<file path="src/hw/fmul_consts.svh">
`ifndef FMUL_CONSTS_SVH
`define FMUL_CONSTS_SVH

// Binary32 field widths
`define FMUL_EXP_W 8
`define FMUL_FRC_W 23

// Exponent bias of binary32
`define FMUL_BIAS 127

// Canonical quiet NaN, every NaN result uses it
`define FMUL_QNAN 32'h7fc00000

// Rounding-mode codes, 5 to 7 fall back to nearest-even
`define FMUL_RM_RNE 3'd0
`define FMUL_RM_RTZ 3'd1
`define FMUL_RM_RDN 3'd2
`define FMUL_RM_RUP 3'd3
`define FMUL_RM_RMM 3'd4

`endif

</file>
<file path="src/hw/fmul_pkg.sv">
`include "fmul_consts.svh"

package fmul_pkg;

    // Full binary32 word, sign then exponent then fraction
    typedef logic [`FMUL_EXP_W+`FMUL_FRC_W:0] fp32_t;

    // Biased exponent field
    typedef logic [`FMUL_EXP_W-1:0] exp_t;

    // Stored fraction without hidden bit
    typedef logic [`FMUL_FRC_W-1:0] frc_t;

    // Significand with hidden bit on top
    typedef logic [`FMUL_FRC_W:0] sig_t;

    // Full product of two significands
    typedef logic [2*`FMUL_FRC_W+1:0] prod_t;

    // Normalized significand
    // Hidden bit, fraction, then guard, round and sticky
    typedef logic [`FMUL_FRC_W+3:0] nsig_t;

    // Rounding-mode code
    typedef logic [2:0] rmode_t;

    // Wrapper handshake states
    typedef enum logic [1:0] {
        IDLE,
        CALC,
        DONE
    } fmul_state_e;

endpackage

</file>
<file path="src/hw/fmul_norm_if.sv">
interface fmul_norm_if;
    import fmul_pkg::*;

    // Normalized significand with guard, round and sticky
    nsig_t  frc_z_norm;
    // Product top bit was set, exponent gets one more
    logic   norm_n;
    // Context the rounder needs
    logic   sign_z;
    rmode_t r_mode;

    // Normalizer side
    modport src (output frc_z_norm, output norm_n, output sign_z, output r_mode);

    // Rounder side
    modport dst (input frc_z_norm, input norm_n, input sign_z, input r_mode);

endinterface

</file>
<file path="src/hw/fmul_booth.sv">
module fmul_booth (
    input  fmul_pkg::sig_t  sig_x,
    input  fmul_pkg::sig_t  sig_y,
    output fmul_pkg::prod_t prod
);
    import fmul_pkg::*;

    // Significand width and number of radix-4 digits
    // One extra digit covers the zero top bits of the unsigned multiplier
    localparam int SW   = $bits(sig_t);
    localparam int NDIG = SW / 2 + 1;

    // Multiplier with two zero bits on top and the implicit zero below
    logic [SW+2:0] y_ext;

    // Per-digit recoding: negative, magnitude one, magnitude two
    logic [NDIG-1:0] d_neg;
    logic [NDIG-1:0] d_one;
    logic [NDIG-1:0] d_two;

    // Shifted and sign-corrected partial products
    prod_t pp [NDIG];

    assign y_ext = {2'b00, sig_y, 1'b0};

    genvar gi;
    generate
        for (gi = 0; gi < NDIG; gi++) begin : g_dig
            logic [2:0] grp;
            logic [SW:0] mag;
            prod_t mag_w;

            // Overlapping triplet y[2i+1], y[2i], y[2i-1]
            assign grp = y_ext[2*gi+2 -: 3];

            // 100, 101, 110 are negative; 111 is zero
            assign d_neg[gi] = grp[2] & ~(grp[1] & grp[0]);
            // 001, 010, 101, 110 select one times x
            assign d_one[gi] = grp[1] ^ grp[0];
            // 011 and 100 select two times x
            assign d_two[gi] = (grp == 3'b011) | (grp == 3'b100);

            // Magnitude of the digit times x
            assign mag = d_two[gi] ? {sig_x, 1'b0} :
                         d_one[gi] ? {1'b0, sig_x}  : '0;

            // Zero-extend to product width before negation
            assign mag_w = prod_t'(mag);

            // Two's complement for negative digits, then weight by 4^i
            assign pp[gi] = (d_neg[gi] ? (~mag_w + prod_t'(1)) : mag_w) << (2 * gi);
        end
    endgenerate

    // Sum modulo 2^48 is exact since the unsigned product fits
    always_comb begin
        prod = '0;
        for (int i = 0; i < NDIG; i++) begin
            prod = prod + pp[i];
        end
    end

endmodule

</file>
<file path="src/hw/fmul_exp.sv">
`include "fmul_consts.svh"

module fmul_exp (
    input  fmul_pkg::fp32_t fp_x,
    input  fmul_pkg::fp32_t fp_y,
    input  logic            norm_n,
    input  logic            norm_r,
    input  fmul_pkg::frc_t  frc_z,
    output fmul_pkg::sig_t  sig_x,
    output fmul_pkg::sig_t  sig_y,
    output logic            sign_z,
    output fmul_pkg::fp32_t fp_z
);
    import fmul_pkg::*;

    // Two extra bits hold the sum range and a sign for underflow
    localparam int SW = `FMUL_EXP_W + 2;

    exp_t exp_x;
    exp_t exp_y;
    frc_t frc_x;
    frc_t frc_y;

    // Operand classes, zero includes subnormals (flushed)
    logic x_zero;
    logic x_inf;
    logic x_nan;
    logic y_zero;
    logic y_inf;
    logic y_nan;

    // Result exponent before range checks
    logic signed [SW-1:0] exp_sum;
    exp_t exp_z;
    logic ovf;
    logic udf;

    assign exp_x = fp_x[`FMUL_EXP_W+`FMUL_FRC_W-1:`FMUL_FRC_W];
    assign exp_y = fp_y[`FMUL_EXP_W+`FMUL_FRC_W-1:`FMUL_FRC_W];
    assign frc_x = fp_x[`FMUL_FRC_W-1:0];
    assign frc_y = fp_y[`FMUL_FRC_W-1:0];

    assign x_zero = (exp_x == '0);
    assign y_zero = (exp_y == '0);
    assign x_inf  = (&exp_x) & (frc_x == '0);
    assign y_inf  = (&exp_y) & (frc_y == '0);
    assign x_nan  = (&exp_x) & (frc_x != '0);
    assign y_nan  = (&exp_y) & (frc_y != '0);

    // Hidden bit restored, flushed operands give an all-zero significand
    assign sig_x = x_zero ? '0 : {1'b1, frc_x};
    assign sig_y = y_zero ? '0 : {1'b1, frc_y};

    assign sign_z = fp_x[`FMUL_EXP_W+`FMUL_FRC_W] ^ fp_y[`FMUL_EXP_W+`FMUL_FRC_W];

    // Ex + Ey - bias, plus one per normalization and rounding carry
    assign exp_sum = $signed({2'b00, exp_x} + {2'b00, exp_y} + SW'(norm_n) + SW'(norm_r)
                             - SW'(`FMUL_BIAS));

    // 255 and above would land on the inf/NaN code
    assign ovf   = (exp_sum >= $signed(SW'(255)));
    // Zero and below would need a subnormal, flushed instead
    assign udf   = (exp_sum <= $signed(SW'(0)));
    assign exp_z = exp_sum[`FMUL_EXP_W-1:0];

    // Packing in priority order
    always_comb begin
        if (x_nan || y_nan || (x_inf && y_zero) || (y_inf && x_zero)) begin
            fp_z = `FMUL_QNAN;
        end else if (x_inf || y_inf || ovf) begin
            fp_z = {sign_z, {`FMUL_EXP_W{1'b1}}, {`FMUL_FRC_W{1'b0}}};
        end else if (x_zero || y_zero || udf) begin
            fp_z = {sign_z, {(`FMUL_EXP_W+`FMUL_FRC_W){1'b0}}};
        end else begin
            fp_z = {sign_z, exp_z, frc_z};
        end
    end

endmodule

</file>
<file path="src/hw/fmul_norm.sv">
module fmul_norm (
    input  fmul_pkg::prod_t prod,
    fmul_norm_if.src        nif,
    input  logic            sign_z,
    input  fmul_pkg::rmode_t r_mode
);
    import fmul_pkg::*;

    // Product with its leading one moved to the top bit
    prod_t prod_sh;

    // Product of two values in [1,2) lies in [1,4)
    // Top bit set means the value is 2 or more
    assign nif.norm_n = prod[47];

    // Keep as is when top bit set, else one position left
    assign prod_sh = prod[47] ? prod : {prod[46:0], 1'b0};

    // Hidden bit, 23 fraction bits, guard and round from bits 47 to 22
    // All lower bits fold into sticky
    assign nif.frc_z_norm = {prod_sh[47:22], |prod_sh[21:0]};

    // Sign and mode only pass through to the rounder
    assign nif.sign_z = sign_z;
    assign nif.r_mode = r_mode;

endmodule

</file>
<file path="src/hw/fmul_round.sv">
`include "fmul_consts.svh"

module fmul_round (
    fmul_norm_if.dst        nif,
    output fmul_pkg::frc_t  frc_z,
    output logic            norm_r
);
    import fmul_pkg::*;

    // Truncated fraction and the bits below it
    frc_t frc_trunc;
    logic lsb;
    logic grd;
    logic rnd;
    logic stk;
    logic inexact;
    logic inc;

    // Fraction plus carry into the hidden bit position
    logic [`FMUL_FRC_W:0] frc_sum;

    assign frc_trunc = nif.frc_z_norm[`FMUL_FRC_W+2:3];
    assign lsb       = nif.frc_z_norm[3];
    assign grd       = nif.frc_z_norm[2];
    assign rnd       = nif.frc_z_norm[1];
    assign stk       = nif.frc_z_norm[0];

    // Any discarded bit set
    assign inexact = grd | rnd | stk;

    always_comb begin
        case (nif.r_mode)
            // Plain truncation
            `FMUL_RM_RTZ: inc = 1'b0;
            // Toward minus infinity, grows magnitude of negatives only
            `FMUL_RM_RDN: inc = nif.sign_z & inexact;
            // Toward plus infinity, grows magnitude of positives only
            `FMUL_RM_RUP: inc = ~nif.sign_z & inexact;
            // Ties away from zero
            `FMUL_RM_RMM: inc = grd;
            // Nearest-even, also for the unused codes
            // Exact tie rounds up only from an odd fraction
            default:      inc = grd & (rnd | stk | lsb);
        endcase
    end

    assign frc_sum = {1'b0, frc_trunc} + {{`FMUL_FRC_W{1'b0}}, inc};

    // Carry out of 1.111...1 gives 10.0, fraction wraps to zero
    assign norm_r = frc_sum[`FMUL_FRC_W];
    assign frc_z  = frc_sum[`FMUL_FRC_W-1:0];

endmodule

</file>
<file path="src/hw/fmul_top.sv">
module fmul_top (
    input  logic             clk,
    input  logic             rst_n,
    input  logic             req,
    input  fmul_pkg::fp32_t  fp_x,
    input  fmul_pkg::fp32_t  fp_y,
    input  fmul_pkg::rmode_t r_mode,
    output logic             ack,
    output fmul_pkg::fp32_t  fp_z
);
    import fmul_pkg::*;

    fmul_state_e state;
    logic        capture;

    // Operands held for the whole operation
    fp32_t  fp_x_q;
    fp32_t  fp_y_q;
    rmode_t r_mode_q;

    // Datapath nets between the stages
    sig_t  sig_x;
    sig_t  sig_y;
    prod_t prod;
    logic  sign_z;
    frc_t  frc_z;
    logic  norm_r;
    fp32_t fp_z_next;

    fmul_norm_if nif ();

    // New request only accepted while idle
    assign capture = (state == IDLE) && req;

    always_ff @(posedge clk) begin
        if (capture) begin
            fp_x_q   <= fp_x;
            fp_y_q   <= fp_y;
            r_mode_q <= r_mode;
        end
    end

    // Capture edge N, result registered at N+1, ack high at N+2
    always_ff @(posedge clk or negedge rst_n) begin
        if (!rst_n) begin
            state <= IDLE;
            ack   <= 1'b0;
            fp_z  <= '0;
        end else begin
            case (state)
                IDLE: begin
                    if (capture) begin
                        state <= CALC;
                    end
                end
                CALC: begin
                    fp_z  <= fp_z_next;
                    state <= DONE;
                end
                DONE: begin
                    // Hold ack and result while the requester keeps req high
                    if (req) begin
                        ack <= 1'b1;
                    end else begin
                        ack   <= 1'b0;
                        state <= IDLE;
                    end
                end
                default: state <= IDLE;
            endcase
        end
    end

    fmul_booth u_booth (
        .sig_x (sig_x),
        .sig_y (sig_y),
        .prod  (prod)
    );

    fmul_norm u_norm (
        .prod   (prod),
        .nif    (nif),
        .sign_z (sign_z),
        .r_mode (r_mode_q)
    );

    fmul_round u_round (
        .nif    (nif),
        .frc_z  (frc_z),
        .norm_r (norm_r)
    );

    fmul_exp u_exp (
        .fp_x   (fp_x_q),
        .fp_y   (fp_y_q),
        .norm_n (nif.norm_n),
        .norm_r (norm_r),
        .frc_z  (frc_z),
        .sig_x  (sig_x),
        .sig_y  (sig_y),
        .sign_z (sign_z),
        .fp_z   (fp_z_next)
    );

endmodule

</file>
<file path="config.mk">
export PLATFORM = sky130hd
export DESIGN_NAME = fmul_top
export DESIGN_NICKNAME = d
export VERILOG_FILES = /design/src/hw/fmul_pkg.sv /design/src/hw/fmul_norm_if.sv /design/src/hw/fmul_booth.sv /design/src/hw/fmul_exp.sv /design/src/hw/fmul_norm.sv /design/src/hw/fmul_round.sv /design/src/hw/fmul_top.sv
export VERILOG_INCLUDE_DIRS = /design/src /design/src/hw
export SDC_FILE = /design/constraint.sdc
export NUM_CORES = 2
export LEC_CHECK = 0
export BUFFER_PORTS_ARGS = -buffer_cell sky130_fd_sc_hd__buf_2
export CAP_MARGIN = 25
export CORE_ASPECT_RATIO = 1.25
export CORE_MARGIN = 2
export CORE_UTILIZATION = 45
export DETAILED_ROUTE_END_ITERATION = 10
export GPL_ROUTABILITY_DRIVEN = 0
export SYNTH_ARGS = -nofsm -noshare
export SYNTH_HDL_FRONTEND = slang
export SYNTH_SLANG_ARGS = --single-unit
</file>
<file path="constraint.sdc">
create_clock -name clk -period 22.8 [get_ports clk]
set_input_delay 4.56 -clock clk [delete_from_list [all_inputs] [get_ports clk]]
set_output_delay 4.56 -clock clk [all_outputs]
set_load 0.01 [all_outputs]
</file>
==> results.py <==
metrics = {
    "run_status": {
        "outcome": "completed",
    },
    "setup_path": {
        "crit_family": "compound AO/OA/AOI/OAI gates",
        "critical_path_arrival_ns": 19.30,
        "crit_buf_inv": 12,
        "crit_fanout": 41,
        "slowest_stage": "or4_1",
        "cp-startpoint": "fp_y_q[27]",
        "cp.required_ns": 23.10,
        "slowest_delay_ns": 1.01,
        "crit_type": "reg -> reg",
        "reg2reg_from": "fp_y_q[27]",
        "cp_common_cell": "inv_1",
        "end_kind": "register",
        "cp-start-kind": "register",
    },
    "synthesis": {
        "yosysMostFrequentCell": "inv_1",
        "ys_types": 91,
        "avgSynthCellArea_um2": 7.55,
        "synth_top_area_share_pct": 23.7,
        "ys_seq_area_share_pct": 9.51,
        "synth_flop_cell": "edfxtp_1",
        "synth-edff-count": 67,
        "ys_seq_elements": 102,
        "synthTopCellsByArea": "fa_1 (24%), edfxtp_1 (6.6%), xnor2_1 (5.9%)",
        "ys_top_cells_by_count": "inv_1 (464), nand2_1 (371), fa_1 (360)",
        "yosysTopAreaCell": "fa_1",
        "syn_inst": 4019,
        "synth_area_mm2": 0.0304,
        "ys_async_sr_fraction_pct": 34.3,
        "yosys_warnings": 0,
        "syn_nets": 4585,
    },
    "clock_network": {
        "cts.repair.resized": 0,
        "clock_latency_ns": 0.43,
        "cts_buffers": 9,
        "cts_tree": "built",
        "ctsRootBufferMaster": "clkbuf_16",
        "hold_buffers": 0,
        "cts_setup_buffers": 0,
        "path_clk_slew_ns": 0.08,
        "clock_sinks": 102,
        "cts_max_level": 3,
        "cts_buffer_depth": 2,
    },
    "die": {
        "fp.dieH_um": 294,
        "core_mm2": 0.0668,
        "fp-row-count": 106,
        "start_util_pct": 45.4,
        "dieArea_mm2": 0.0696,
        "die_w_um": 236,
        "num_io_pins": 103,
    },
    "grt": {
        "grt_pass1_vias": 30300,
        "grt_pass1_wl_um": 201000,
        "grt_max_degree": 66,
        "globalRouteOverflowTotal": 0,
        "antenna_found_initial": 6,
        "grtUsageTotal_pct": 39.3,
    },
    "timing": {
        "fmax_mhz": 52.7,
        "setup_violations": 0,
        "finalHoldViolCount": 0,
        "tightest_slew_ns": 1.20,
        "slew_headroom_pct": 19.4,
        "period_minus_slack_ns": 18.99,
        "rsz0062_at_grt": "false",
        "period_share_pct": 83.3,
        "slew_violations": 0,
        "finalSetupTns_ns": 0,
        "fin_skew_ns": 0.0220,
    },
    "worst_hold_path": {
        "hold_path_startpoint": "fp_z[4]",
        "hold_class": "reg -> reg",
    },
    "routing": {
        "drtIter0Drc": 4612,
        "dr.pass1.iters": 7,
        "finalWirelength_um": 136000,
        "final_antenna_net_count": 0,
        "num_vias": 31400,
        "wl_per_cell_um": 28.2,
        "vias_per_cell": 6.52,
        "drc": 0,
    },
    "layout": {
        "nets": 4510,
        "drive_gt1_share_pct": 8.10,
        "area_delta_synth_final_pct": 5.77,
    },
    "placement": {
        "dp_hpwl_um": 101000,
        "portBuffers": 102,
    },
    "flow_run": {
        "cap_violations": 0,
    },
}
## final cells by class
cell class              instances  area, um^2
multi-input cells            3151       24700
clock buffers                   9         225
repair buffers                213        1380
inverters                     467        1750
clock inverters                 7        83.8
flip-flops and latches        102        2890
diodes                          2        5.00
fillers                      6849       34700
well taps                     864        1080
## cell families (layout without fill, tap and decap cells)
family | after synthesis | count (layout) | share of synthesized area, %
flip-flops | 102 | 102 | 9.51
other | 0 | 2 | 0
adder cells (fa/ha/maj) | 496 | 496 | 29.3
multiplexers | 31 | 31 | 1.06
AO/OA/AOI/OAI | 1097 | 1097 | 22.4
AND/OR/NAND/NOR | 1197 | 1197 | 18.4
XOR/XNOR | 330 | 330 | 9.68
buffers and inverters | 766 | 696 | 9.54
## routing by layer
layer | global-route usage [%] | vias to the layer above | share of wire (%)
li1 | - | 13500 | -
met1 | 45.8 | 14900 | 34
met2 | 58.6 | 2281 | 42
met3 | 11.5 | 693 | 13
met4 | 35.2 | 10 | 11
met5 | 0.987 | - | 0.10
## worst register-to-register path: cells and delay by family (launching register included)
kind / cells / cell delay (ns)
adder cells (fa/ha/maj): 11 / 4.37
flip-flops: 1 / 0.44
AO/OA/AOI/OAI: 17 / 6.47
AND/OR/NAND/NOR: 17 / 5.17
multiplexers: 1 / 0.36
buffers and inverters: 12 / 1.91
XOR/XNOR: 1 / 0.16
## per-stage QoR
stage               cells  setup slack [ns]  hold slack, ns  area [um^2]  utilization (%)
global placement     4793              4.66           0.480        31700             47.5
finish               4815              3.81           0.483        32100             48.0
detailed placement   4793              4.27           0.473        31700             47.5
global route         4813              2.68           0.523        32100             48.0
CTS                  4809              4.24           0.491        32000             47.9
floorplan            4019              6.36           0.472        30400                -
## flip-flops by register name, indices dropped and copies added, names as in the netlist
register,flops
ack,1
fp_x_q,32
fp_y_q,32
fp_z,32
r_mode_q,3
state,2
## worst paths after layout
path | endpoint | slack [ns] | cells past startpoint
setup / recovery | fp_z[15] | 3.81 | 59
hold / removal | fp_z[4] | 0.48 | 2
setup reg to reg | fp_z[15] | 3.81 | 59
hold reg to reg | fp_z[4] | 0.48 | 2
max in group asynchronous | fp_z[23] | 18.03 | 1
min in group asynchronous | fp_z[10] | 4.24 | 1
## layout by cell type (no fill, tap or decap), types with 19 or more instances in the layout
cell	Yosys	routed
a211oi_1	28	28
a21o_1	28	28
a21oi_1	293	291
a22o_1	20	20
a22oi_1	64	64
a31oi_1	85	85
and2_1	32	32
and3_1	34	34
buf_2	8	102
buf_4	1	107
dfrtp_1	35	35
edfxtp_1	67	67
fa_1	360	360
ha_1	136	136
inv_1	464	464
nand2_1	371	370
nand2b_1	22	22
nand3_1	163	163
nand4_1	28	28
nor2_1	322	320
nor2b_1	19	19
nor3_1	67	67
nor4_1	22	22
o211ai_1	33	33
o21ai_0	303	303
o21ai_1	20	19
o22ai_1	38	38
o31ai_1	27	27
or2_2	31	31
or3_1	25	25
xnor2_1	203	203
xor2_1	123	123
Power is not shown: default switching activity piles up to over one toggle a cycle in this logic, so the estimate is an artifact.
